[config.mk]
export PLATFORM = sky130hd
export DESIGN_NAME = axi_clint
export DESIGN_NICKNAME = d
export VERILOG_FILES = /design/src/soc_bus_pkg.sv /design/src/axi_clint.sv
export SDC_FILE = /design/constraint.sdc
export NUM_CORES = 1
export LEC_CHECK = 0
export BUFFER_PORTS_ARGS = -buffer_cell sky130_fd_sc_hd__buf_4
export CORE_UTILIZATION = 30
export CTS_BUF_LIST = sky130_fd_sc_hd__clkbuf_16
export CTS_CLUSTER_SIZE = 28
export DETAILED_ROUTE_END_ITERATION = 6
export MAX_ROUTING_LAYER = met4
export PLACE_DENSITY_LB_ADDON = 0.1
export SYNTH_ARGS = -nofsm -noshare
export SYNTH_HDL_FRONTEND = slang
export SYNTH_SLANG_ARGS = --single-unit
export TNS_END_PERCENT = 100
[constraint.sdc]
create_clock -name clk -period 4.14 [get_ports clk]
set_input_delay 0.207 -clock clk [delete_from_list [all_inputs] [get_ports clk]]
set_output_delay 0.207 -clock clk [all_outputs]
set_load 0.02 [all_outputs]
[src/soc_bus_pkg.sv]
package soc_bus_pkg;

  localparam int ADDR_W = 32;
  localparam int DATA_W = 32;
  localparam int STRB_W = DATA_W / 8;

  // sram window is 0x8000_0000 .. 0x87ff_ffff.
  localparam logic [ADDR_W-1:0] SRAM_BASE = 32'h8000_0000;
  localparam logic [ADDR_W-1:0] SRAM_MASK = 32'hf800_0000;
  localparam int SRAM_AW = 8; // 256 words, aliases every 1 KiB.

  localparam logic [ADDR_W-1:0] CLINT_MTIME_LO = 32'ha000_0048;
  localparam logic [ADDR_W-1:0] CLINT_MTIME_HI = 32'ha000_004c;

  localparam logic [ADDR_W-1:0] UART_TX_ADDR = 32'ha000_03f8;

  typedef enum logic [1:0] {
    OKAY   = 2'd0,
    SLVERR = 2'd2,
    DECERR = 2'd3
  } axi_resp_e;

  typedef enum logic [1:0] {
    SEL_SRAM,
    SEL_CLINT,
    SEL_UART,
    SEL_ERR // no legal target.
  } slave_sel_e;

  typedef enum logic {
    IDLE,
    BUSY
  } chan_state_e;

endpackage

[src/axi_clint.sv]
`timescale 1ns/1ps

module axi_clint import soc_bus_pkg::*; (
  input  logic              clk,
  input  logic              rstn,
  input  logic [ADDR_W-1:0] ar_addr,
  input  logic              ar_valid,
  output logic              ar_ready,
  output logic [DATA_W-1:0] r_data,
  output logic [1:0]        r_resp,
  output logic              r_valid,
  input  logic              r_ready
);

  logic [63:0]       mtime;
  logic [DATA_W-1:0] snap_hi; // upper half captured with the low word.

  assign ar_ready = !r_valid;
  assign r_resp   = OKAY;

  always_ff @(posedge clk) begin
    if (rstn) mtime <= '0;
    else mtime <= mtime + 64'd1;
  end

  always_ff @(posedge clk) begin
    if (ar_valid && ar_ready) begin
      if (ar_addr == CLINT_MTIME_LO) begin
        r_data  <= mtime[31:0];
        snap_hi <= mtime[63:32];
      end else if (ar_addr == CLINT_MTIME_HI) begin
        r_data <= snap_hi;
      end else begin
        r_data <= '0; // unaligned offsets in the window.
      end
    end
  end

  always_ff @(posedge clk) begin
    if (rstn) r_valid <= 1'b0;
    else if (ar_valid && ar_ready) r_valid <= 1'b1;
    else if (r_ready) r_valid <= 1'b0;
  end

endmodule

=== After elaboration in Yosys (flattened, before gate mapping) ===
Index checks and enable logic that the tools add are counted.

* Word-level logic and storage cells: 15
* Output and inout port bits: 36
* Bits in registers: 129

* Multiplexer cells: 4
* $add $sub $neg: 1
* Reductions and logical operators: 4
* Equality and inequality tests: 2

{| class="wikitable"
|+ Operators by type and width
! kind !! number
|-
| $add 64x1->64 const B || 1
|-
| $eq 32x32->1 const B || 2
|-
| $mux 32 || 2
|-
| $mux 1 || 2
|-
| $reduce_and 2->1 || 1
|-
| $reduce_bool 2->1 || 1
|-
| $logic_and 1x1->1 || 1
|-
| $logic_not 1->1 || 1
|}

=== Longest topological paths before layout ===
* Depth after elaboration: 3
* Gate-level depth with buffers: 7
* Gate-level depth less buffers: 6

=== Worst setup path before layout ===
No wires, ideal clock.

* Path type: flip-flop to flip-flop
* Start: reg r_valid
* End: reg snap_hi[0], enable pin
* Library setup time: 392 ps
* Required time: 3748 ps
* Slack: 873 ps
* Path buffers: 0
* Stages on the path, launching flop included: 3
* Data arrival time: 2875 ps
* Path through: dfxtp_1 -> nor2b_1 -> and2_1

* Word-level cells in the longest chain between the ends: 3

{| class="wikitable"
|+ RTL lines
! what !! RTL line !! RTL
|-
| start: declaration || axi_clint.sv:11 || <nowiki>output logic r_valid,</nowiki>
|-
| start signal: assignment || axi_clint.sv:40 || <nowiki>if (rstn) r_valid <= 1'b0;</nowiki>
|-
| start signal: assignment || axi_clint.sv:41 || <nowiki>else if (ar_valid && ar_ready) r_valid <= 1'b1;</nowiki>
|-
| start signal: assignment || axi_clint.sv:42 || <nowiki>else if (r_ready) r_valid <= 1'b0;</nowiki>
|-
| $logic_not 1->1 || axi_clint.sv:18 || <nowiki>assign ar_ready = !r_valid;</nowiki>
|-
| $logic_and 1x1->1 || axi_clint.sv:27 || <nowiki>if (ar_valid && ar_ready) begin</nowiki>
|-
| $reduce_and 2->1 (no source line) || -- ||
|-
| end signal: assignment || axi_clint.sv:30 || <nowiki>snap_hi <= mtime[63:32];</nowiki>
|-
| end: declaration || axi_clint.sv:16 || <nowiki>logic [DATA_W-1:0] snap_hi;</nowiki>
|}

No other way between the ends.
A chain may end at the register's enable or synchronous reset.

=== Final worst setup path ===
* Start: reg mtime[20]
* End: reg mtime[57]

* Word-level cells in the longest chain between the ends: 1

{| class="wikitable"
|+ RTL lines
! what !! RTL line !! RTL
|-
| start: declaration || axi_clint.sv:15 || <nowiki>logic [63:0] mtime;</nowiki>
|-
| start signal: assignment || axi_clint.sv:23 || <nowiki>else mtime <= mtime + 64'd1;</nowiki>
|-
| $add 64x1->64 || axi_clint.sv:23 ||
|}

No other way between the ends.

==> results.py <==
metrics = {
    "critical_path": {
        "critPathArrivalTime_ns": 2.79,
        "critPathCaptureType": "register",
        "path_common_cell": "nand4_1",
        "worstPathCellList": "nand4_1, nor4_4, buf_4, nand4_1, or4_1, a21oi_1",
        "cp_data_required_time_ns": 4.48,
        "slowest_stage": "or4_1",
        "max_stage_delay_ns": 0.62,
        "r2r_setup_slack_ns": 1.68,
        "path_buf_inv": 1,
        "critPathKind": "register to register",
        "critPathTopFamily": "simple AND/OR/NAND/NOR gates",
        "worst-path-max-fanout": 20,
        "start_kind": "register",
    },
    "placement": {
        "routabilityCongestion": 0.826,
        "io_buffer_count": 69,
        "hpwl_mm": 8.68,
        "dp.cells": 756,
    },
    "layout": {
        "diodes": 0,
        "instances_no_fill": 789,
        "drive_gt1_frac": 0.216,
        "register_area_mm2": 0.00322,
        "area.growth.synth_to_final_pct": 25.1,
        "fillers": 1748,
        "finalNetCount": 588,
        "multi_input_area_mm2": 0.00209,
        "mostFrequentLayoutCells": "buf_4 (76), dfxtp_1 (65), edfxtp_1 (64)",
        "final_common_cell": "buf_4",
    },
    "global_route": {
        "overflow": 0,
        "antenna_found_initial": 0,
        "track_usage": 0.152,
        "grt_pass1_vias": 3891,
        "grt_max_degree": 66,
        "grt_pass1_wl_mm": 20.5,
    },
    "cts": {
        "htree_levels": 4,
        "cts_tree": "built",
        "clk_latency_ns": 0.41,
        "cts_sinks": 129,
        "clock_path_buffers": 2,
        "cts-root-buf": "clkbuf_16",
        "path_clk_slew_ns": 0.06,
        "numCtsBuffers": 17,
        "post_cts_buffers": 0,
    },
    "timing": {
        "timing.setup.tns_ns": 0,
        "holdWs_ns": 0.0829,
        "finalSetupViolations": 0,
        "fin_skew_ns": 0.0114,
        "period_share": 0.593,
        "fmax_ghz": 0.407,
        "fin_crit_ns": 2.46,
        "worstMarginPinSlew_ns": 0.963,
        "slew_headroom": 0.352,
        "rsz0062_at_grt": "no",
        "hold_violations": 0,
        "drv_slew": 0,
    },
    "pwr": {
        "switchingPower_uw": 591,
        "clock_power_share": 0.488,
        "power.leakage_nw": 2.36,
        "p_int_mw": 2.27,
        "p_seq_frac": 0.476,
        "powerDensity_mw_per_mm2": 424,
        "p_comb_frac": 0.036,
        "swShare": 0.207,
        "ir_worst_vdd_uv": 277,
    },
    "route": {
        "postRouteWirelength_mm": 12.7,
        "drc_errors": 0,
        "drtAntennaViolNets": 0,
        "drtIter0Drc": 171,
        "post_drt_wl_per_cell_um": 16.1,
        "drt-pass1-iter-count": 4,
        "vias": 3977,
        "avgViaCountPerCell": 5.04,
    },
    "yosys": {
        "synthAdderAreaFrac": 0.00232,
        "synth-async-reset-ratio": 0,
        "synth_mux_area_frac": 0,
        "syn_area_mm2": 0.00539,
        "synthXorXnorAreaFrac": 0.0568,
        "syn_avg_cell_area_um2": 11.4,
        "synth_warnings": 0,
        "seq_area_frac_synth": 0.598,
        "ys.flop_type": "dfxtp_1",
        "synth-compound-area-share": 0.106,
        "synth_edf_count": 64,
        "ys_types": 40,
        "synth_cells": 472,
        "ys_ff_latch": 129,
        "synth_top_family_by_area": "simple AND/OR/NAND/NOR gates",
        "synthSimpleGateAreaFrac": 0.217,
    },
    "die": {
        "num_io_pins": 72,
        "dieArea_mm2": 0.0185,
        "core-area_mm2": 0.0174,
        "initial_core_util": 0.310,
        "die_h_um": 136,
        "die_w_um": 136,
        "rows": 48,
    },
    "outcome": {
        "status": "finished, final reports clean",
    },
    "worst_hold_path": {
        "hp-class": "primary input to register",
    },
    "job": {
        "drv_cap": 0,
    },
}
[power by group through the flow]
stage	Combinational (mW)	Clock, mW	Sequential (mW)
final	0.103	1.39	1.36
after global routing	0.111	1.49	1.36
after CTS	0.105	1.44	1.36
after detailed placement	0.104	0	1.39
after global placement	0.103	0	1.39
after floorplan	0.0253	0	1.41
[per-stage QoR]
| step | util | area (µm²) | worst slack [ns] | power [mW] |
|---|---|---|---|---|
| floorplan | - | 5400 | 0.873 | 1.43 |
| global placement | 0.355 | 6180 | 1.73 | 1.49 |
| detailed placement | 0.355 | 6180 | 1.69 | 1.49 |
| CTS | 0.387 | 6750 | 1.67 | 2.90 |
| global route | 0.387 | 6750 | 1.50 | 2.96 |
| finish | 0.387 | 6750 | 1.68 | 2.86 |
[final timing paths]
kind	from	to	cells past startpoint
setup / recovery	mtime[20]	mtime[57]	6
hold / removal	ar_valid	r_valid	3
setup reg to reg	mtime[20]	mtime[57]	6
hold reg to reg	mtime[60]	snap_hi[28]	0
[state kept, by name, summed over array words and instances, names as in the netlist]
name / count
mtime: 64
r_data: 32
r_valid: 1
snap_hi: 32
[routing by layer]
metal  up-vias  share of wire  wire length, µm  track usage
met2        69           0.46             5880        0.233
met4         0          0.014              179       0.0648
met5         -              0                0            -
met3        13          0.031              392       0.0328
li1       1954              -                -            -
met1      1941           0.49             6250        0.193
[synthesized netlist by cell type (3+ instances only)]
cell | instances | area, µm²
nor4b_1 | 3 | 26.3
or3_1 | 20 | 125
nand4_1 | 31 | 194
and3_1 | 4 | 25.0
nor3_1 | 7 | 35.0
nand4_4 | 3 | 63.8
a22o_1 | 32 | 280
o31ai_1 | 7 | 52.6
o21ai_0 | 19 | 95.1
a21oi_1 | 27 | 135
and2_1 | 3 | 18.8
nand2_1 | 22 | 82.6
dfxtp_1 | 65 | 1300
clkbuf_1 | 13 | 48.8
xor2_1 | 30 | 263
xnor2_1 | 5 | 43.8
inv_1 | 6 | 22.5
nor4_1 | 8 | 50.1
nor2_1 | 47 | 176
nand3_1 | 23 | 115
edfxtp_1 | 64 | 1920
or4_1 | 7 | 52.6
[area by class of cell]
class,instances,area share
multi-input combinational,320,0.309
clock inverter,15,0.0189
timing repair buffer,77,0.0861
sequential,129,0.478
inverter,6,0.00334
tap,225,0.0417
clock buffer,17,0.0631
[cell families (layout without fill, tap and decap cells)]
| logic type | after synthesis | count (layout) |
|---|---|---|
| other | 1 | 2 |
| AO/OA/AOI/OAI | 86 | 86 |
| flip-flops | 129 | 129 |
| buffers and inverters | 24 | 115 |
| adder cells (fa/ha/maj) | 1 | 1 |
| XOR/XNOR | 35 | 35 |
| AND/OR/NAND/NOR | 196 | 196 |
[worst min-delay path: cells and delay by family]
| kind | cells | cell delay [ns] |
|---|---|---|
| AND/OR/NAND/NOR | 1 | 0.08 |
| buffers and inverters | 1 | 0.11 |
| AO/OA/AOI/OAI | 1 | 0.05 |
[repair_timing]
action / CTS / global route
hold buffers: 1 / 0
endpoints found under the setup margin: 0 / 0
hold endpoints to repair: 1 / 0
resized for setup: 0 / 0
Power figures use the tool's default switching activity.
