==> src/soc_bus_pkg.sv <==
package soc_bus_pkg;

  localparam int ADDR_W = 32;
  localparam int DATA_W = 32;
  localparam int STRB_W = DATA_W / 8;

  // sram window is 0x8000_0000 .. 0x87ff_ffff.
  localparam logic [ADDR_W-1:0] SRAM_BASE = 32'h8000_0000;
  localparam logic [ADDR_W-1:0] SRAM_MASK = 32'hf800_0000;
  localparam int SRAM_AW = 8; // 256 words, aliases every 1 KiB.

  localparam logic [ADDR_W-1:0] CLINT_MTIME_LO = 32'ha000_0048;
  localparam logic [ADDR_W-1:0] CLINT_MTIME_HI = 32'ha000_004c;

  localparam logic [ADDR_W-1:0] UART_TX_ADDR = 32'ha000_03f8;

  typedef enum logic [1:0] {
    OKAY   = 2'd0,
    SLVERR = 2'd2,
    DECERR = 2'd3
  } axi_resp_e;

  typedef enum logic [1:0] {
    SEL_SRAM,
    SEL_CLINT,
    SEL_UART,
    SEL_ERR // no legal target.
  } slave_sel_e;

  typedef enum logic {
    IDLE,
    BUSY
  } chan_state_e;

endpackage

==> src/axi_xbar.sv <==
`timescale 1ns/1ps

module axi_xbar import soc_bus_pkg::*; (
  input  logic              clk,
  input  logic              rstn,
  // manager side.
  input  logic [ADDR_W-1:0] s_ar_addr,
  input  logic              s_ar_valid,
  output logic              s_ar_ready,
  output logic [DATA_W-1:0] s_r_data,
  output logic [1:0]        s_r_resp,
  output logic              s_r_valid,
  input  logic              s_r_ready,
  input  logic [ADDR_W-1:0] s_aw_addr,
  input  logic              s_aw_valid,
  output logic              s_aw_ready,
  input  logic [DATA_W-1:0] s_w_data,
  input  logic [STRB_W-1:0] s_w_strb,
  input  logic              s_w_valid,
  output logic              s_w_ready,
  output logic [1:0]        s_b_resp,
  output logic              s_b_valid,
  input  logic              s_b_ready,
  // sram link.
  output logic [ADDR_W-1:0] sram_ar_addr,
  output logic              sram_ar_valid,
  input  logic              sram_ar_ready,
  input  logic [DATA_W-1:0] sram_r_data,
  input  logic [1:0]        sram_r_resp,
  input  logic              sram_r_valid,
  output logic              sram_r_ready,
  output logic [ADDR_W-1:0] sram_aw_addr,
  output logic              sram_aw_valid,
  input  logic              sram_aw_ready,
  output logic [DATA_W-1:0] sram_w_data,
  output logic [STRB_W-1:0] sram_w_strb,
  output logic              sram_w_valid,
  input  logic              sram_w_ready,
  input  logic [1:0]        sram_b_resp,
  input  logic              sram_b_valid,
  output logic              sram_b_ready,
  // read-only clint link.
  output logic [ADDR_W-1:0] clint_ar_addr,
  output logic              clint_ar_valid,
  input  logic              clint_ar_ready,
  input  logic [DATA_W-1:0] clint_r_data,
  input  logic [1:0]        clint_r_resp,
  input  logic              clint_r_valid,
  output logic              clint_r_ready,
  // write-only uart link.
  output logic [ADDR_W-1:0] uart_aw_addr,
  output logic              uart_aw_valid,
  input  logic              uart_aw_ready,
  output logic [DATA_W-1:0] uart_w_data,
  output logic [STRB_W-1:0] uart_w_strb,
  output logic              uart_w_valid,
  input  logic              uart_w_ready,
  input  logic [1:0]        uart_b_resp,
  input  logic              uart_b_valid,
  output logic              uart_b_ready
);

  chan_state_e rd_state;
  chan_state_e wr_state;
  slave_sel_e  rd_sel_d;
  slave_sel_e  rd_sel_q;
  slave_sel_e  wr_sel_d;
  slave_sel_e  wr_sel_q;
  logic        wr_req;
  logic        wr_accept;

  // reads of the write-only uart register decode as errors.
  always_comb begin
    if ((s_ar_addr & SRAM_MASK) == SRAM_BASE) rd_sel_d = SEL_SRAM;
    else if (s_ar_addr[ADDR_W-1:3] == CLINT_MTIME_LO[ADDR_W-1:3]) rd_sel_d = SEL_CLINT;
    else rd_sel_d = SEL_ERR;
  end

  always_comb begin
    if ((s_aw_addr & SRAM_MASK) == SRAM_BASE) wr_sel_d = SEL_SRAM;
    else if (s_aw_addr[ADDR_W-1:2] == UART_TX_ADDR[ADDR_W-1:2]) wr_sel_d = SEL_UART;
    else wr_sel_d = SEL_ERR; // clint writes land here too.
  end

  assign sram_ar_addr   = s_ar_addr;
  assign clint_ar_addr  = s_ar_addr;
  assign sram_ar_valid  = (rd_state == IDLE) && s_ar_valid && (rd_sel_d == SEL_SRAM);
  assign clint_ar_valid = (rd_state == IDLE) && s_ar_valid && (rd_sel_d == SEL_CLINT);

  always_comb begin
    case (rd_sel_d)
      SEL_SRAM:  s_ar_ready = (rd_state == IDLE) && sram_ar_ready;
      SEL_CLINT: s_ar_ready = (rd_state == IDLE) && clint_ar_ready;
      default:   s_ar_ready = (rd_state == IDLE); // error answered locally.
    endcase
  end

  // response follows the latched target.
  always_comb begin
    case (rd_sel_q)
      SEL_SRAM: begin
        s_r_data  = sram_r_data;
        s_r_resp  = sram_r_resp;
        s_r_valid = sram_r_valid;
      end
      SEL_CLINT: begin
        s_r_data  = clint_r_data;
        s_r_resp  = clint_r_resp;
        s_r_valid = clint_r_valid;
      end
      default: begin
        s_r_data  = '0;
        s_r_resp  = DECERR;
        s_r_valid = (rd_state == BUSY);
      end
    endcase
  end

  assign sram_r_ready  = (rd_sel_q == SEL_SRAM) && s_r_ready;
  assign clint_r_ready = (rd_sel_q == SEL_CLINT) && s_r_ready;

  always_ff @(posedge clk) begin
    if (rstn) begin
      rd_state <= IDLE;
      rd_sel_q <= SEL_ERR;
    end else if (s_ar_valid && s_ar_ready) begin
      rd_state <= BUSY;
      rd_sel_q <= rd_sel_d;
    end else if (s_r_valid && s_r_ready) begin
      rd_state <= IDLE;
    end
  end

  assign wr_req        = (wr_state == IDLE) && s_aw_valid && s_w_valid;
  assign sram_aw_addr  = s_aw_addr;
  assign sram_w_data   = s_w_data;
  assign sram_w_strb   = s_w_strb;
  assign uart_aw_addr  = s_aw_addr;
  assign uart_w_data   = s_w_data;
  assign uart_w_strb   = s_w_strb;
  assign sram_aw_valid = wr_req && (wr_sel_d == SEL_SRAM);
  assign sram_w_valid  = wr_req && (wr_sel_d == SEL_SRAM);
  assign uart_aw_valid = wr_req && (wr_sel_d == SEL_UART);
  assign uart_w_valid  = wr_req && (wr_sel_d == SEL_UART);

  always_comb begin
    case (wr_sel_d)
      SEL_SRAM: wr_accept = sram_aw_ready && sram_w_ready;
      SEL_UART: wr_accept = uart_aw_ready && uart_w_ready;
      default:  wr_accept = 1'b1;
    endcase
  end

  assign s_aw_ready = wr_req && wr_accept;
  assign s_w_ready  = s_aw_ready;

  always_comb begin
    case (wr_sel_q)
      SEL_SRAM: begin
        s_b_resp  = sram_b_resp;
        s_b_valid = sram_b_valid;
      end
      SEL_UART: begin
        s_b_resp  = uart_b_resp;
        s_b_valid = uart_b_valid;
      end
      default: begin
        s_b_resp  = DECERR;
        s_b_valid = (wr_state == BUSY);
      end
    endcase
  end

  assign sram_b_ready = (wr_sel_q == SEL_SRAM) && s_b_ready;
  assign uart_b_ready = (wr_sel_q == SEL_UART) && s_b_ready;

  always_ff @(posedge clk) begin
    if (rstn) begin
      wr_state <= IDLE;
      wr_sel_q <= SEL_ERR;
    end else if (s_aw_valid && s_aw_ready) begin
      wr_state <= BUSY;
      wr_sel_q <= wr_sel_d;
    end else if (s_b_valid && s_b_ready) begin
      wr_state <= IDLE;
    end
  end

  a_r_valid_busy: assert property (@(posedge clk) disable iff (rstn)
    s_r_valid |-> rd_state == BUSY)
    else $error("r_valid with read tracker idle, sel %s", rd_sel_q.name());

  a_b_valid_busy: assert property (@(posedge clk) disable iff (rstn)
    s_b_valid |-> wr_state == BUSY)
    else $error("b_valid with write tracker idle, sel %s", wr_sel_q.name());

  // only one read may be in flight across the subordinates.
  a_rd_onehot: assert property (@(posedge clk) disable iff (rstn)
    $onehot0({sram_r_valid, clint_r_valid}))
    else $error("more than one subordinate read response pending");

endmodule

==> config.mk <==
export PLATFORM = sky130hd
export DESIGN_NAME = axi_xbar
export DESIGN_NICKNAME = d
export VERILOG_FILES = /design/src/soc_bus_pkg.sv /design/src/axi_xbar.sv
export SDC_FILE = /design/constraint.sdc
export NUM_CORES = 1
export LEC_CHECK = 0
export ABC_AREA = 1
export BUFFER_PORTS_ARGS = -buffer_cell sky130_fd_sc_hd__buf_4
export CAP_MARGIN = 15
export CORE_AREA = 3 3 169 171
export CTS_CLUSTER_DIAMETER = 100
export CTS_CLUSTER_SIZE = 10
export DETAILED_ROUTE_END_ITERATION = 6
export DIE_AREA = 0 0 172 174
export RECOVER_POWER = 100
export SETUP_SLACK_MARGIN = 0.05
export SLEW_MARGIN = 20
export SYNTH_ARGS = -nofsm -noshare
export SYNTH_HDL_FRONTEND = slang
export SYNTH_SLANG_ARGS = --single-unit
export TNS_END_PERCENT = 50
==> constraint.sdc <==
create_clock -name clk -period 1 [get_ports clk]
set_clock_uncertainty 0.05 [all_clocks]
set_input_delay 0.1 -clock clk [delete_from_list [all_inputs] [get_ports clk]]
set_output_delay 0.1 -clock clk [all_outputs]
set_load 0.005 [all_outputs]
Yosys cells after proc, flatten, opt, wreduce, memory -nomap -nowiden
Cells that the tools add are included.
{ "totals": {"mem_bits_ro": 0, "mem_bits_rw": 0, "latchBits": 0, "memories": 0, "inputBits": 189, "elab_cells": 55, "reg_bits": 6} }
{ "op_classes": {"add_sub_neg": 0, "eq_ne": 8, "n_bitwise": 2, "mul": 0, "shifts": 0, "muxes": 15, "reduce_logical": 26, "div_mod_pow": 0, "magnitude_cmp": 0} }
{ "op_table": {"columns": ["op", "n"], "rows": [
  ["32-bit case mux with 2 select lines", 1],
  ["30-bit equality test, second input constant", 1],
  ["29-bit equality test, second input constant", 1],
  ["1-bit logical AND", 20],
  ["5-bit equality test, second input constant", 2],
  ["2-bit zero test", 4],
  ["1-bit case mux with 2 select lines", 4],
  ["2-bit case mux with 2 select lines", 2],
  ["2-bit two-way mux", 3],
  ["1-bit two-way mux", 5],
  ["2-bit by 1-bit equality test with 1-bit output, second input constant", 2],
  ["2-bit equality test, second input constant", 2],
  ["2-bit nonzero test", 2],
  ["1-bit NOT", 2]
]} }

Logic depth before layout (Yosys ltp)
{ "logic_depth": {"word_depth": 8, "ltp_mapped": 9, "mapped_depth_nobuf": 9} }

Worst setup path before layout
OpenSTA, ideal clock, no wires.
{ "synth_timing": {"kind": "flip-flop to flip-flop", "start": "reg rd_sel_q[1]", "end": "reg rd_state", "path_buffers": 0, "t_arrival_ns": 0.916, "path_stages_with_launch": 8, "path_slack_ns": -0.083, "setup_time_ns": 0.117, "cell_sequence": "dfxtp_1 -> inv_2 -> nand2_4 -> nor2_1 -> nor3_2 -> nand2_1 -> nand2_1 -> a21oi_1"} }
{ "synth_via": {"elab_chain_cells": 4, "word_cells_on_any_way": 5, "classes_between": "eq/ne (1); mux (1); reduce/logical (3)"} }
{ "synth_rtl": {"columns": ["element", "line", "rtl"], "rows": [
  ["start, declared", "axi_xbar.sv:66", "slave_sel_e rd_sel_q;"],
  ["start signal, assigned", "axi_xbar.sv:128", "rd_sel_q <= rd_sel_d;"],
  ["2-bit by 1-bit equality test with 1-bit output / 2-bit zero test (equally long branches)", "axi_xbar.sv:100", "case (rd_sel_q)"],
  ["1-bit case mux with 2 select lines (*)", "axi_xbar.sv:100", null],
  ["named net s_r_valid", "axi_xbar.sv:12", "output logic s_r_valid,"],
  ["1-bit logical AND (*)", "axi_xbar.sv:129", "end else if (s_r_valid && s_r_ready) begin"],
  ["2-bit nonzero test (no source line) (*)", null, null],
  ["end signal, assigned", "axi_xbar.sv:124", "rd_state <= IDLE;"],
  ["end signal, assigned", "axi_xbar.sv:127", "rd_state <= BUSY;"],
  ["end signal, assigned", "axi_xbar.sv:130", "rd_state <= IDLE;"],
  ["end, declared", "axi_xbar.sv:63", "chan_state_e rd_state;"]
]} }
The timed path passes the listed nets; every way through them passes the cells marked *.
A chain may end at the register's enable or synchronous reset.

Worst setup path in the final report
{ "layout_timing": {"start": "reg rd_sel_q[1]", "end": "out s_r_resp[0]"} }
{ "layout_via": {"elab_chain_cells": 2, "word_cells_on_any_way": 3, "classes_between": "eq/ne (1); mux (1); reduce/logical (1)"} }
{ "layout_rtl": {"columns": ["element", "line", "rtl"], "rows": [
  ["2-bit by 1-bit equality test with 1-bit output / 2-bit zero test (equally long branches)", "axi_xbar.sv:100", null],
  ["2-bit case mux with 2 select lines (*)", "axi_xbar.sv:100", null],
  ["end, declared", "axi_xbar.sv:11", "output logic [1:0] s_r_resp,"]
]} }
Every way passes the cells marked *; elsewhere a longest branch is shown, timed or not.

==> impl_metrics.tcl <==
set metrics [dict create \
    status "complete, but fails checks" \
    violations "setup timing" \
    start_kind "flip-flop" \
    dr.pass1.iters 4 \
    ys.flop_type "dfxtp_1" \
    drc 0 \
    rr_worst_depth 9 \
    grt_usage_pct 7.91 \
    synth_common_cells "buf_4 (203), nor2_1 (50), nand2_1 (47)" \
    finalSetupViolCount 54 \
    drive_gt1_share_pct 64.0 \
    setup_ws_ns -0.428 \
    gp_congestion 0.781 \
    place_inst 970 \
    yosysUniqueCellTypes 22 \
    antennaDiodeCount 0 \
    synth_area_leaders "buf_4 (54%), a22o_1 (9.9%), nor2_1 (6.6%)" \
    syn_nets 631 \
    end_kind "primary output" \
    layout.cells.non_filler 977 \
    finalCritPeriodShare_pct 143 \
    vdd_drop_max_mv 0.327 \
    port_buffers 316 \
    synth_seq_cells 6 \
    grt_pass1_wl_um 17900 \
    p_per_area_mw_per_mm2 569 \
    fin_nets 826 \
    hold_viol_final 0 \
    grt_start_max_net_pins 33 \
    synth_area_mm2 0.00283 \
    fp.dieW_um 172 \
    min_delay_path_depth 4 \
    async_reset_ff_share_pct 0 \
    min_from "s_r_ready" \
    clk_latency_ns 0.23 \
    clkTransAtPathRegs_ns 0.04 \
    viasPerCell 3.30 \
    ys.warnings.count 0 \
    reg2reg_slack_ns -0.25 \
    rows 60 \
    clock.fmax_mhz 700 \
    hold_buffers 0 \
    slew_viol_final 0 \
    crit_required_ns 0.85 \
    h-tree-depth 1 \
    p_leak_nw 2.48 \
    maxSlewHeadroom_pct 83.5 \
    vias 3220 \
    r2r_end "rd_state" \
    rsz0062_at_grt "true" \
    crit_arrival_ns 1.28 \
    dieArea_mm2 0.0299 \
    grt_pass1_vias 3170 \
    wl_per_cell_um 13.6 \
    cts-root-buf "clkbuf_16" \
    synth_edf_count 0 \
    yosysTopAreaCell "buf_4" \
    cts_made_buffers 3 \
    finalPower_mw 2.72 \
    drt-total-wl_um 13300 \
    fin_crit_ns 1.43 \
    synth_top_area_share_pct 53.9 \
    drt-initial-drc-count 52 \
    cp_max_fo 3 \
    final_util_pct 17.7 \
    critical_path_class "reg2out" \
    core_area_mm2 0.0270 \
    timing.rr.start "rd_sel_q[1]" \
    cts_sinks 6 \
    synth.avg_cell_area_um2 6.39 \
    worstMarginPinSlew_ns 0.245 \
    yosysSeqAreaShare_pct 4.25 \
    tns_ns -17.71 \
    ios 440 \
    grt_overflow 0 \
    syn_to_final_growth_pct 69.2 \
    initial_core_util_pct 10.5 \
    cts_tree "yes" \
    whs_endpoint "rd_state" \
    hold_class "in2reg" \
    die_y_um 174 \
    clockBufferDepth 2 \
    max-cap-violations 0 \
    synth_most_common_cell "buf_4" \
    antenna_found_initial 0 \
    syn_inst 442 \
    dpl.hpwl_um 12200 \
    ant_nets 0 \
]
[worst max-delay path, cell delays in order (launching register included)]
cell and delay (ns):
dfxtp_4 0.36, inv_4 0.06, nand2_4 0.06, buf_6 0.13, buf_6 0.10, o22a_1 0.19
buf_4 0.14
[logic make-up (layout without fill, tap and decap cells)]
logic type | Yosys count | count (layout) | synth area share, %
flops | 6 | 6 | 4.25
simple gates | 136 | 136 | 22.2
buf+inv | 262 | 456 | 62.0
compound gates | 38 | 38 | 11.5
[state kept, by name, summed over array words and instances, names as in the netlist]
register / cells
rd_state: 1
wr_sel_q: 2
wr_state: 1
rd_sel_q: 2
[cell usage in the layout, fill, tap and decap left out, drive strengths merged]
master / synthesis / routed
nand3b: 1 / 1
buf: 209 / 281
nand3: 13 / 13
clkbuf: 0 / 122
dfxtp: 6 / 6
nand4: 7 / 7
a21oi: 2 / 2
nand2: 51 / 51
o22a: 4 / 4
and2: 2 / 2
inv: 53 / 53
nor2: 56 / 56
nor3: 4 / 4
a22o: 32 / 32
nor4: 2 / 2
[area by class of cell]
type / instances / area [µm²]
clock buffer: 4 / 78.8
multi-input combinational: 174 / 1050
tap: 341 / 427
timing repair buffer: 399 / 2880
fill: 3121 / 22200
sequential: 6 / 138
inverter: 53 / 211
[how the worst max path moves through the flow]
| stage | start | cells after the start | slack [ns] | endpoint |
|---|---|---|---|---|
| 2_1_floorplan | rd_sel_q[0] | 7 | -0.02 | rd_state |
| 3_3_place_gp | s_ar_addr[7] | 5 | -0.43 | clint_ar_valid |
| 3_5_place_dp | s_ar_addr[7] | 5 | -0.39 | clint_ar_valid |
| 4_1_cts | rd_sel_q[1] | 4 | -0.45 | s_r_data[11] |
| 5_1_grt | rd_sel_q[1] | 4 | -0.48 | s_r_data[0] |
| 6_report | rd_sel_q[1] | 6 | -0.43 | s_r_resp[0] |
[through the flow]
step	hold WS, ns	setup WS (ns)	instance area, µm²
finish	0.0943	-0.428	4780
CTS	0.112	-0.452	4890
global placement	0.150	-0.426	4710
floorplan	0.119	-0.0218	2860
detailed placement	0.150	-0.389	4710
global route	0.114	-0.477	4780
[per-layer routing]
metal | GRT usage, % | vias to the layer above | wire [µm]
met5 | 0 | - | 0
met4 | 1.46 | 0 | 89
met3 | 3.25 | 7 | 1710
met2 | 15.4 | 289 | 6960
met1 | 7.79 | 1352 | 4530
li1 | - | 1572 | -
[timing repair]
item                                    4_1_cts  5_1_grt
setup buffers                                 2        3
endpoints found under the hold margin         0        0
endpoints found under the setup margin       55       57
pin swaps                                     6        9
resized for setup                            26       22
[power breakdown]
part	internal (mW)	switching (mW)	total (mW)
logic	1.05	0.661	1.72
registers	0.259	0.0329	0.292
clock network	0.533	0.179	0.713
Power figures use the tool's default switching activity.
