## config.mk

```make
export PLATFORM = sky130hd
export DESIGN_NAME = axi_uart_tx
export DESIGN_NICKNAME = d
export VERILOG_FILES = /design/src/soc_bus_pkg.sv /design/src/axi_uart_tx.sv
export SDC_FILE = /design/constraint.sdc
export NUM_CORES = 1
export LEC_CHECK = 0
export ABC_AREA = 1
export BUFFER_PORTS_ARGS = -buffer_cell sky130_fd_sc_hd__buf_2
export CORE_AREA = 2 2 53 43
export CTS_CLUSTER_DIAMETER = 120
export DETAILED_ROUTE_END_ITERATION = 8
export DIE_AREA = 0 0 55 45
export GPL_TIMING_DRIVEN = 0
export PLACE_DENSITY_LB_ADDON = 0.1
export SLEW_MARGIN = 20
export SYNTH_ARGS = -nofsm -noshare
export SYNTH_HDL_FRONTEND = slang
export SYNTH_SLANG_ARGS = --single-unit
```

## constraint.sdc

```tcl
create_clock -name clk -period 2.6 [get_ports clk]
set_input_delay 0.52 -clock clk [delete_from_list [all_inputs] [get_ports clk]]
set_output_delay 0.52 -clock clk [all_outputs]
set_load 0.03 [all_outputs]
```

## src/soc_bus_pkg.sv

```systemverilog
package soc_bus_pkg;

  localparam int ADDR_W = 32;
  localparam int DATA_W = 32;
  localparam int STRB_W = DATA_W / 8;

  // sram window is 0x8000_0000 .. 0x87ff_ffff.
  localparam logic [ADDR_W-1:0] SRAM_BASE = 32'h8000_0000;
  localparam logic [ADDR_W-1:0] SRAM_MASK = 32'hf800_0000;
  localparam int SRAM_AW = 8; // 256 words, aliases every 1 KiB.

  localparam logic [ADDR_W-1:0] CLINT_MTIME_LO = 32'ha000_0048;
  localparam logic [ADDR_W-1:0] CLINT_MTIME_HI = 32'ha000_004c;

  localparam logic [ADDR_W-1:0] UART_TX_ADDR = 32'ha000_03f8;

  typedef enum logic [1:0] {
    OKAY   = 2'd0,
    SLVERR = 2'd2,
    DECERR = 2'd3
  } axi_resp_e;

  typedef enum logic [1:0] {
    SEL_SRAM,
    SEL_CLINT,
    SEL_UART,
    SEL_ERR // no legal target.
  } slave_sel_e;

  typedef enum logic {
    IDLE,
    BUSY
  } chan_state_e;

endpackage

```

## src/axi_uart_tx.sv

```systemverilog
`timescale 1ns/1ps

module axi_uart_tx import soc_bus_pkg::*; (
  input  logic              clk,
  input  logic              rstn,
  input  logic [ADDR_W-1:0] aw_addr,
  input  logic              aw_valid,
  output logic              aw_ready,
  input  logic [DATA_W-1:0] w_data,
  input  logic [STRB_W-1:0] w_strb,
  input  logic              w_valid,
  output logic              w_ready,
  output logic [1:0]        b_resp,
  output logic              b_valid,
  input  logic              b_ready,
  output logic              tx_valid,
  output logic [7:0]        tx_data,
  input  logic              tx_ready
);

  logic wr_go;
  logic byte_ok;

  // holding register must be empty before the next write.
  assign wr_go    = aw_valid && w_valid && !b_valid && !tx_valid;
  assign aw_ready = wr_go;
  assign w_ready  = wr_go;
  assign byte_ok  = w_strb[0] && (aw_addr[ADDR_W-1:2] == UART_TX_ADDR[ADDR_W-1:2]);

  always_ff @(posedge clk) begin
    if (wr_go) begin
      b_resp <= byte_ok ? OKAY : SLVERR;
      if (byte_ok) tx_data <= w_data[7:0];
    end
  end

  always_ff @(posedge clk) begin
    if (rstn) begin
      b_valid  <= 1'b0;
      tx_valid <= 1'b0;
    end else begin
      if (wr_go) b_valid <= 1'b1;
      else if (b_ready) b_valid <= 1'b0;
      if (wr_go && byte_ok) tx_valid <= 1'b1;
      else if (tx_ready) tx_valid <= 1'b0;
    end
  end

  a_tx_hold: assert property (@(posedge clk) disable iff (rstn)
    tx_valid && !tx_ready |=> tx_valid && $stable(tx_data))
    else $error("tx byte dropped or changed under back-pressure");

endmodule

```

After elaboration in Yosys (flattened, before gate mapping). Cells that the tools add are included.

Register bits after elaboration: 12. Bits of input ports: 74.

Equal/unequal tests: 1. Muxes and demuxes: 5. Reduce and logical (&&, ||, !) cells: 10.

Operators with widths (count): $eq 30x30->1 const B (1); $logic_and 1x1->1 (5); $mux 1 (4); $reduce_bool 2->1 (2); $logic_not 1->1 (2); $mux 2 (1); $reduce_and 2->1 (1).

Logic depth before layout (Yosys ltp). Gate-level depths: netlist of run 1.

Word-level depth: 5. Depth in mapped cells: 7.

Worst setup path before layout of run 1. Ideal clock, no wire load.

Path kind: reg-to-output. Start: register tx_valid. End: output port w_ready. Arrival: 1.166 ns. Data required time: 2.080 ns. Slack: 0.914 ns. Stages on the path, launching flop included: 4. Buffers on the path: 1. Cells stage by stage: dfxtp_1 -> nor2_1 -> and3_1 -> buf_4.

Longest elaborated chain between the ends: 2.

RTL lines: start: declaration (RTL line axi_uart_tx.sv:16) `output logic tx_valid,`; start signal: assignment (RTL line axi_uart_tx.sv:40) `tx_valid <= 1'b0;`; start signal: assignment (RTL line axi_uart_tx.sv:44) `if (wr_go && byte_ok) tx_valid <= 1'b1;`; start signal: assignment (RTL line axi_uart_tx.sv:45) `else if (tx_ready) tx_valid <= 1'b0;`; $logic_not 1->1 (RTL line axi_uart_tx.sv:25) `assign wr_go = aw_valid && w_valid && !b_valid && !tx_valid;`; $logic_and 1x1->1 (RTL line axi_uart_tx.sv:25); end: declaration (RTL line axi_uart_tx.sv:12) `output logic w_ready,`.

No other way between the ends.

Worst setup path after layout of run 1. Same ends and word-level chain as after synthesis.

==> impl_metrics.py, run 1 <==
metrics = {
    "outcome": {
        "status": "completed",
    },
    "sta": {
        "finalHoldWorstSlack_ns": 0.4273,
        "final.min_clock_period_ns": 1.786,
        "timing_hold_violations_final": 0,
        "min_period_over_period": 0.6869,
        "setup-violations-final": 0,
        "worst_clock_skew_ns": 0.002605,
        "maxSlewViolCount": 0,
        "max_clock_freq_mhz": 559.9,
        "timing.setup.tns_ns": 0,
        "rsz_0062_raised_after_global_routing": "no",
    },
    "place": {
        "globalplace.congestion": 0.6087,
        "port_buffers": 57,
        "post-place-cells": 149,
        "detailed_place_hpwl_mm": 1.106,
    },
    "global_routing": {
        "gr-usage-met1": 0.1245,
        "gr-max-usage-layer": "met2",
        "first_global_vias": 507,
        "first_pass_grt_wire_length_mm": 2.042,
        "grt.overflow.total": 0,
        "global_route.usage.met3": 0.05629,
        "largest_net_degree_at_the_start_of_global_routing": 9,
        "grt_antenna_before_repair": 0,
        "globalRouteTotalUtil": 0.1206,
        "grtUsageMet2": 0.2048,
    },
    "cells_and_area": {
        "postLayoutCoreUtil": 0.4662,
        "ff_latch_area_um2": 310.3,
        "drive_above_1_share": 0.5116,
        "antenna_cells": 0,
        "areaGrowthSynthToFinish_pct": 61.35,
        "multiInputGateArea_um2": 167.7,
        "post_layout_nonfiller_instances": 153,
        "fill_cells": 203,
        "nets": 204,
        "mostFrequentLayoutCells": "57 x sky130_fd_sc_hd__buf_2, 17 x sky130_fd_sc_hd__inv_1, 17 x sky130_fd_sc_hd__nand2_1",
        "most_common_cell_after_layout_fill_and_taps_aside": "sky130_fd_sc_hd__buf_2",
    },
    "detailed_routing": {
        "vias_per_cell": 3.732,
        "drt-initial-drc-count": 0,
        "drt-wirelength-per-cell_um": 8.418,
        "drt-pass1-iter-count": 1,
        "via_count": 571,
        "postRouteWirelength_mm": 1.288,
        "remaining_drc_errors": 0,
        "drt.antenna.violating_nets": 0,
    },
    "cts": {
        "clock_tree.root_cell": "sky130_fd_sc_hd__clkbuf_4",
        "cts_resized": 0,
        "htree_num_levels": 1,
        "postCtsSetupBuffers": 0,
        "clk_pin_slew_worst_paths_ns": 0.07,
        "cts_made_buffers": 3,
        "holdBufCountCts": 0,
        "cts_max_path_buffers": 2,
        "clk_latency_ns": 0.26,
        "cts_tree": "done",
        "clock_sinks": 11,
    },
    "hold_path": {
        "min_from": "w_data[0]",
        "min_delay_worst_endpoint": "tx_data[0]",
        "holdPathStages": 1,
        "hp-class": "input pin to flip-flop",
    },
    "pwr": {
        "vdd_ir_drop_max_v": 0.0001912,
        "power_density_nw_per_um2": 407.5,
        "power.total_mw": 0.3660,
        "leakage_nw": 0.5085,
    },
    "logic_synthesis": {
        "synth_cell_types": 13,
        "syn_area_per_cell_um2": 8.188,
        "syn_area_um2": 556.8,
        "post_syn_instances": 68,
        "yosys_warnings": 0,
        "synth-seq-cells": 11,
        "synth_seq_area_share": 0.5573,
        "synth.net_count": 142,
    },
    "floorplanning": {
        "dieWidth_um": 55,
        "pin_count": 88,
        "core.rowCount": 14,
        "start_util": 0.2890,
        "core-area_um2": 1927,
        "floorplan.die_area_um2": 2475,
        "fp.dieH_um": 45,
    },
    "setup_path": {
        "arrival_ns": 1.27,
        "reg2regPathDepth": 4,
        "critical_path_rt_ns": 2.08,
        "crit-reg2reg-launch": "tx_valid",
        "path_class": "flip-flop to output pin",
        "worst_setup_path_start_kind": "flip-flop",
        "worstSetupEndpointType": "output pin",
        "crit_path_max_fanout": 5,
        "worstReg2RegEnd": "tx_data[5]",
        "r2r_slack_ns": 1.21,
    },
    "run": {
        "max_capacitance_violation_count": 0,
    },
}
==> stage by stage <==
step	cell area, um2	worst slack [ns]
final	898.4	0.8140
after global routing	898.4	0.7216
after CTS	898.4	0.7876
after detailed placement	872.1	0.8787
after global placement	872.1	0.8876
after floorplan	556.8	0.9144
==> sequential cells by signal (all words and copies together) (netlist names) <==
signal    count
b_resp        1
b_valid       1
tx_data       8
tx_valid      1
==> worst max-delay path, cell delays in order (launching register included) <==
cell and delay, ns:
sky130_fd_sc_hd__dfxtp_1 0.33, sky130_fd_sc_hd__nor2_1 0.08, sky130_fd_sc_hd__and3_1 0.27, sky130_fd_sc_hd__buf_4 0.14, sky130_fd_sc_hd__buf_2 0.18
==> cells by family (layout without fill, tap and decap cells) <==
logic type / after synthesis / in the layout / synth area share
AOI/OAI and AO/OA: 2 / 2 / 0.02471
buffers and inverters: 19 / 80 / 0.1416
DFF: 11 / 11 / 0.5573
other: 1 / 1 / 0.006735
and+or+nand+nor: 35 / 35 / 0.2697
==> per-layer routing <==
metal	up-vias	routed length (um)	share of wire
met2	31	660	0.51
met5	-	0	0
li1	319	-	-
met4	0	0	0
met3	0	145	0.11
met1	221	482	0.37
==> cell usage after synthesis, drive strengths merged <==
library cell | instances | area [um2]
dfxtp | 2 | 40.04
buf | 2 | 15.01
nand3 | 1 | 10.01
and2 | 2 | 12.51
inv | 17 | 63.81
and3 | 1 | 6.260
conb | 1 | 3.750
nor2 | 14 | 57.55
nand2 | 17 | 63.81
a21oi | 2 | 13.76
edfxtp | 9 | 270.3
==> worst max-delay path by stage <==
stage,from,endpoint,slack [ns],cells past startpoint
2_1_floorplan,tx_valid,w_ready,0.91,3
3_3_place_gp,aw_valid,w_ready,0.89,4
3_5_place_dp,aw_addr[14],tx_data[7],0.88,8
4_1_cts,tx_valid,w_ready,0.79,4
5_1_grt,tx_valid,w_ready,0.72,4
6_report,tx_valid,w_ready,0.81,4
==> power by group <==
part | internal [mW] | switching (mW)
Sequential | 0.191 | 0.000799
Combinational | 0.0332 | 0.0263
Clock | 0.0593 | 0.0552
Total | 0.284 | 0.0823
==> area by class of cell <==
| cell class | instances | share of cell area |
|---|---|---|
| clock buffer | 4 | 0.02925 |
| timing repair buffer | 57 | 0.3175 |
| tap | 24 | 0.03343 |
| multi-input combinational | 38 | 0.1866 |
| inverter | 17 | 0.07103 |
| sequential | 11 | 0.3454 |
| buffer | 2 | 0.01671 |
No activity file was read; power rests on OpenSTA's default activity.
==> run 2, diff against run 1 <==
- ABC_AREA: 1 -> 0
- CORE_AREA: 2 2 53 43 -> 2 2 57 46
- DIE_AREA: 0 0 55 45 -> 0 0 59 48
- clock period: 2.6 -> 1.54 ns (I/O delays scaled with it)
==> run 2 against run 1 <==
Critical endpoint unchanged. Cell area fell by 1.9%. Cell count fell by 21%. Global-route usage fell by 2.7 points. Hold slack got worse by 0.21 ns. Sequential share of layout area rose by 0.83 points. Critical path depth rose by 1. First-iteration DRC count rose by 4. Highest routed layer unchanged. Via count fell by 12%. Critical path type unchanged. Non-clock buffer count rose by 2. Clock power rose by 63%. Largest power group unchanged. Synthesized area fell by 14%. Worst setup slack got worse by 0.73 ns.
==> impl_metrics.py, run 2 <==
metrics = {
    "logic_synthesis": {
        "synth_seq_area_share": 0.6509,
        "synth_compound_area_frac": 0.04462,
        "yosys_warnings": 0,
        "synth-simple-area-share": 0.2572,
        "post_synth_xor_area_fraction": 0,
        "synthArstFlopShare": 0,
        "synth_cell_types": 21,
        "syn_area_um2": 476.7,
        "ys_top_cells_by_area": "sky130_fd_sc_hd__edfxtp_1 57%, sky130_fd_sc_hd__dfxtp_1 8.4%, sky130_fd_sc_hd__o41ai_2 3.4%",
        "synth.net_count": 107,
        "yosys-mux-area-fraction": 0,
        "synth_flop_cell": "sky130_fd_sc_hd__edfxtp_1",
        "yosysTopAreaCellShare": 0.5669,
        "combinational_family_with_the_most_area_after_synthesis": "simple AND/OR/NAND/NOR gates",
        "post_synth_top_cells": "9 x sky130_fd_sc_hd__edfxtp_1, 2 x sky130_fd_sc_hd__buf_4, 2 x sky130_fd_sc_hd__dfxtp_1, 2 x sky130_fd_sc_hd__nand4_1, 2 x sky130_fd_sc_hd__nor4_1",
        "synth-seq-cells": 11,
        "post_synth_fa_ha_maj_area_fraction": 0,
        "synth_enable_flop_cells": 9,
        "post_syn_instances": 33,
        "post-synth-top-count-cell": "sky130_fd_sc_hd__edfxtp_1",
        "post-synth-top-area-cell": "sky130_fd_sc_hd__edfxtp_1",
        "syn_area_per_cell_um2": 14.45,
    },
    "place": {
        "post-place-cells": 115,
        "globalplace.congestion": 0.6658,
        "port_buffers": 57,
        "detailed_place_hpwl_mm": 1.130,
    },
    "setup_path": {
        "crit-reg2reg-launch": "b_valid",
        "worstReg2RegEnd": "tx_data[2]",
        "critical_path_rt_ns": 1.23,
        "slowest_stage": "sky130_fd_sc_hd__dfxtp_2",
        "reg2regPathDepth": 4,
        "path_class": "flip-flop to output pin",
        "critical_path.cell_chain": "nor2_2, nand3_4, inv_2, buf_4, buf_6",
        "worst_setup_path_start_kind": "flip-flop",
        "crit_path_max_fanout": 4,
        "arrival_ns": 1.15,
        "startpoint": "b_valid",
        "r2r_slack_ns": 0.30,
        "worstSetupEndpointType": "output pin",
        "worst_path_largest_cell_delay_ns": 0.33,
    },
    "pwr": {
        "leakage_nw": 0.4227,
        "vdd_ir_drop_max_v": 0.0002943,
        "switchingPower_mw": 0.1313,
        "part_of_the_power_in_combinational_logic": 0.163,
        "seqPwrFrac": 0.531,
        "power_density_nw_per_um2": 694.8,
        "netSwitchingFraction": 0.2144,
        "power.total_mw": 0.6120,
        "clockPowerShare": 0.306,
        "internal-power_mw": 0.4808,
    },
    "floorplanning": {
        "core.rowCount": 15,
        "pin_count": 88,
        "core-area_um2": 2215,
        "floorplan.die_area_um2": 2832,
        "fp.dieH_um": 48,
        "start_util": 0.2153,
        "dieWidth_um": 59,
    },
    "cells_and_area": {
        "drive_above_1_share": 0.7604,
        "nets": 171,
        "largest_register_ff_count": 8,
        "regMostFlops": "tx_data",
        "areaGrowthSynthToFinish_pct": 84.78,
        "mostFrequentLayoutCells": "56 x sky130_fd_sc_hd__buf_2, 9 x sky130_fd_sc_hd__edfxtp_1, 3 x sky130_fd_sc_hd__buf_4, 3 x sky130_fd_sc_hd__clkbuf_4",
        "antenna_cells": 0,
        "fill_cells": 232,
        "most_common_cell_after_layout_fill_and_taps_aside": "sky130_fd_sc_hd__buf_2",
        "post_layout_nonfiller_instances": 121,
    },
    "cts": {
        "clk_latency_ns": 0.26,
        "htree_num_levels": 1,
        "cts_tree": "done",
        "clock_tree.root_cell": "sky130_fd_sc_hd__clkbuf_4",
        "cts_max_path_buffers": 2,
        "clk_pin_slew_worst_paths_ns": 0.07,
        "cts_made_buffers": 3,
        "clock_sinks": 11,
    },
    "hold_path": {
        "min_delay_worst_endpoint": "tx_data[7]",
        "holdPathStages": 1,
        "min_from": "w_data[7]",
        "hp-class": "input pin to flip-flop",
    },
    "sta": {
        "rsz_0062_raised_after_global_routing": "no",
        "worst_clock_skew_ns": 0.003705,
        "final.min_clock_period_ns": 1.456,
        "min_period_over_period": 0.9452,
        "setup-violations-final": 0,
        "timing_hold_violations_final": 0,
        "timing.setup.tns_ns": 0,
        "maxSlewViolCount": 0,
        "max_clock_freq_mhz": 687.0,
    },
    "global_routing": {
        "first_pass_grt_wire_length_mm": 1.807,
        "first_global_vias": 446,
        "grt_antenna_before_repair": 0,
        "globalRouteTotalUtil": 0.09320,
        "grt.overflow.total": 0,
        "largest_net_degree_at_the_start_of_global_routing": 9,
    },
    "outcome": {
        "status": "completed",
    },
    "detailed_routing": {
        "vias_per_cell": 4.132,
        "drt-wirelength-per-cell_um": 10.98,
        "via_count": 500,
        "postRouteWirelength_mm": 1.329,
        "drt.antenna.violating_nets": 0,
        "remaining_drc_errors": 0,
        "drt-pass1-iter-count": 2,
        "drt-initial-drc-count": 4,
    },
    "run": {
        "max_capacitance_violation_count": 0,
    },
}
-- run 2: cell count changes after synthesis, moves of 2 or more --
cell	change
sky130_fd_sc_hd__and2_1	-2
sky130_fd_sc_hd__nor2_1	-11
sky130_fd_sc_hd__nor2_2	-2
sky130_fd_sc_hd__nor4_1	+2
sky130_fd_sc_hd__inv_1	-16
sky130_fd_sc_hd__nand2_1	-17
sky130_fd_sc_hd__nand4_1	+2
-- run 2: worst max-delay path by stage --
| stage | to | cells past startpoint |
|---|---|---|
| after floorplan | tx_data[0] | 3 |
| after global placement | tx_data[2] | 4 |
| after detailed placement | tx_data[2] | 4 |
| after CTS | w_ready | 5 |
| after global routing | w_ready | 5 |
| final | w_ready | 5 |
-- run 2: routing by layer --
metal  GRT usage  share of wire  vias up
met3     0.06216           0.11        0
li1            -              -      258
met2      0.1489           0.46       27
met4     0.02727              0        0
met5           0              0        -
met1      0.1033           0.43      215
-- run 2: kinds of logic (layout without fill, tap and decap cells) --
| family | Yosys count | count (layout) |
|---|---|---|
| DFF | 11 | 11 |
| AOI/OAI and AO/OA | 2 | 2 |
| and+or+nand+nor | 16 | 16 |
| buffers and inverters | 3 | 66 |
| other | 1 | 1 |
-- run 2: critical path, delay by kind of cell, from the launching register on --
| kind | cells | cell delay, ns |
|---|---|---|
| simple gates | 2 | 0.26 |
| flops | 1 | 0.33 |
| buf+inv | 3 | 0.30 |
-- run 2: layout make-up --
type,count,area (um2),area share
well taps,25,31.28,0.03551
repair buffers,59,319.1,0.3622
clock buffers,4,26.28,0.02983
flip-flops and latches,11,311.5,0.3537
multi-input cells,19,173.9,0.1974
plain buffers,2,15.01,0.01705
inverters,1,3.754,0.004261
-- run 2: timing repair --
item / CTS / global route
setup endpoints to repair: 10 / 9
hold buffers: 0 / 0
resized for setup: 4 / 4
pin swaps: 1 / 2
buffers inserted: 0 / 2
-- run 2: power by group through the flow --
stage	registers, mW	logic (mW)	clock network, mW
3_3_place_gp	0.331	0.0892	0
6_report	0.325	0.0999	0.187
5_1_grt	0.325	0.108	0.215
2_1_floorplan	0.335	0.0250	0
3_5_place_dp	0.331	0.0915	0
4_1_cts	0.324	0.0949	0.203
-- run 2: per-stage QoR --
step                setup WS [ns]  utilization  hold WS (ns)  cell area [um2]
floorplan                0.007786            -        0.3771            481.7
global placement          -0.3883       0.3605        0.4827            798.3
detailed placement        -0.3815       0.3605        0.4765            798.3
CTS                      0.002581       0.3785        0.2097            838.3
global route              0.01743       0.3977        0.2078            880.8
finish                    0.08438       0.3977        0.2218            880.8
==> run 3, diff against run 2 <==
- PLACE_DENSITY: unset -> 0.68
- PLACE_DENSITY_LB_ADDON: 0.1 -> unset
- SKIP_LAST_GASP: unset -> 1
- SLEW_MARGIN: 20 -> unset
==> run 3 against run 2 <==
Largest cell class unchanged. Cell area is 0.85% lower. Flip-flop and latch count stayed put. Global-route usage hardly changed. Register-to-register slack better by 0.03 ns. Sequential power hardly changed. Critical path depth stayed put. Largest power group unchanged. Worst setup slack worse by 0.047 ns.
==> impl_metrics.py, run 3 (same netlist as run 2, synthesis figures left out) <==
metrics = {
    "cells_and_area": {
        "mostFrequentLayoutCells": "56 x sky130_fd_sc_hd__buf_2, 9 x sky130_fd_sc_hd__edfxtp_1, 5 x sky130_fd_sc_hd__buf_4",
        "post_layout_nonfiller_instances": 122,
        "drive_above_1_share": 0.7423,
        "largest_register_ff_count": 8,
        "postLayoutCoreUtil": 0.3944,
        "areaGrowthSynthToFinish_pct": 83.20,
        "antenna_cells": 0,
        "nets": 172,
        "regMostFlops": "tx_data",
        "fin_area_um2": 873.3,
        "most_common_cell_after_layout_fill_and_taps_aside": "sky130_fd_sc_hd__buf_2",
    },
    "outcome": {
        "status": "completed",
    },
    "detailed_routing": {
        "via_count": 530,
        "drt-initial-drc-count": 8,
        "remaining_drc_errors": 0,
        "drt-pass1-iter-count": 4,
        "drt.antenna.violating_nets": 0,
        "vias_per_cell": 4.344,
        "drt-wirelength-per-cell_um": 10.44,
        "postRouteWirelength_mm": 1.274,
    },
    "global_routing": {
        "grt.overflow.total": 0,
        "grt_antenna_before_repair": 0,
        "largest_net_degree_at_the_start_of_global_routing": 9,
        "first_global_vias": 509,
        "globalRouteTotalUtil": 0.09298,
        "first_pass_grt_wire_length_mm": 1.890,
    },
    "sta": {
        "final.min_clock_period_ns": 1.503,
        "timing_hold_violations_final": 0,
        "setup-violations-final": 0,
        "max_clock_freq_mhz": 665.3,
        "finalHoldWorstSlack_ns": 0.2123,
        "pnr_worst_setup_slack_ns": 0.03689,
        "maxSlewViolCount": 0,
        "worst_clock_skew_ns": 0.005201,
        "timing.setup.tns_ns": 0,
        "min_period_over_period": 0.9760,
    },
    "setup_path": {
        "cpMostUsedCell": "sky130_fd_sc_hd__buf_4",
        "worstSetupEndpointType": "output pin",
        "critical_path_rt_ns": 1.23,
        "slowest_stage": "sky130_fd_sc_hd__dfxtp_1",
        "worst_path_largest_cell_delay_ns": 0.32,
        "worst_setup_path_start_kind": "flip-flop",
        "arrival_ns": 1.20,
        "path_class": "flip-flop to output pin",
        "crit_path_max_fanout": 4,
        "reg2regPathDepth": 4,
        "critical_path.cell_chain": "nor2_1, nand3_2, inv_2, buf_4, buf_4",
    },
    "floorplanning": {
        "core.rowCount": 15,
        "floorplan.die_area_um2": 2832,
        "dieWidth_um": 59,
        "pin_count": 88,
        "start_util": 0.2153,
        "core-area_um2": 2215,
        "fp.dieH_um": 48,
    },
    "cts": {
        "cts_made_buffers": 3,
        "cts_max_path_buffers": 2,
        "clock_tree.root_cell": "sky130_fd_sc_hd__clkbuf_4",
        "htree_num_levels": 1,
        "clk_latency_ns": 0.27,
        "clk_pin_slew_worst_paths_ns": 0.07,
        "cts_tree": "done",
        "clock_sinks": 11,
        "holdBufCountCts": 0,
    },
    "run": {
        "max_capacitance_violation_count": 0,
    },
    "place": {
        "port_buffers": 57,
        "post_dp_cell_area_um2": 798.3,
        "globalplace.congestion": 0.6966,
        "post-place-cells": 115,
        "dpl_worst_slack_ns": -0.3502,
    },
    "pwr": {
        "part_of_the_power_in_combinational_logic": 0.159,
        "switchingPower_mw": 0.1349,
        "power.total_mw": 0.6149,
        "netSwitchingFraction": 0.2194,
        "power_density_nw_per_um2": 704.0,
        "seqPwrFrac": 0.528,
        "leakage_nw": 0.4253,
        "internal-power_mw": 0.4800,
        "clockPowerShare": 0.314,
        "vdd_ir_drop_max_v": 0.0002395,
    },
    "hold_path": {
        "hp-class": "input pin to flip-flop",
        "holdPathStages": 1,
    },
}
[run 3: cell count changes in the layout (fill, tap and decap cells not counted), sizes merged]
cell,previous run,this run
buf,61,62
[run 3: worst paths after layout]
kind / startpoint / endpoint / slack, ns
hold / removal: w_data[4] / tx_data[4] / 0.21
setup / recovery: tx_valid / w_ready / 0.04
setup reg to reg: tx_valid / tx_data[6] / 0.33
hold reg to reg: b_valid / b_valid / 0.51
[run 3: what timing repair did]
action / 4_1_cts / 5_1_grt
resized for setup: 2 / 2
setup endpoints to repair: 9 / 10
pin swaps: 0 / 2
buffers inserted: 0 / 3
[run 3: cell type report]
cell class                      count  area [um2]
Timing Repair Buffer               60       322.8
Multi-Input combinational cell     19       163.9
Fill cell                         225        1341
Clock buffer                        4       26.28
Inverter                            1       3.754
Tap cell                           25       31.28
Sequential cell                    11       310.3
Buffer                              2       15.01
[run 3: metal layers]
| layer | part of all wire | global-route usage | vias up |
|---|---|---|---|
| met5 | 0 | 0 | - |
| li1 | - | - | 258 |
| met2 | 0.54 | 0.1711 | 33 |
| met3 | 0.097 | 0.02973 | 4 |
| met1 | 0.33 | 0.08958 | 235 |
| met4 | 0.027 | 0.07273 | 0 |
[run 3: power by group through the flow]
| stage | clock network (mW) | logic, mW | registers (mW) |
|---|---|---|---|
| final | 0.193 | 0.0977 | 0.324 |
| after global routing | 0.211 | 0.108 | 0.324 |
| after CTS | 0.201 | 0.0930 | 0.324 |
| after detailed placement | 0 | 0.0909 | 0.331 |
| after global placement | 0 | 0.0882 | 0.331 |
| after floorplan | 0 | 0.0250 | 0.335 |
[run 3: critical path, delay by kind of cell, from the launching register on]
kind | cells | cell delay, ns
buffers and inverters | 3 | 0.33
DFF | 1 | 0.32
and+or+nand+nor | 2 | 0.28
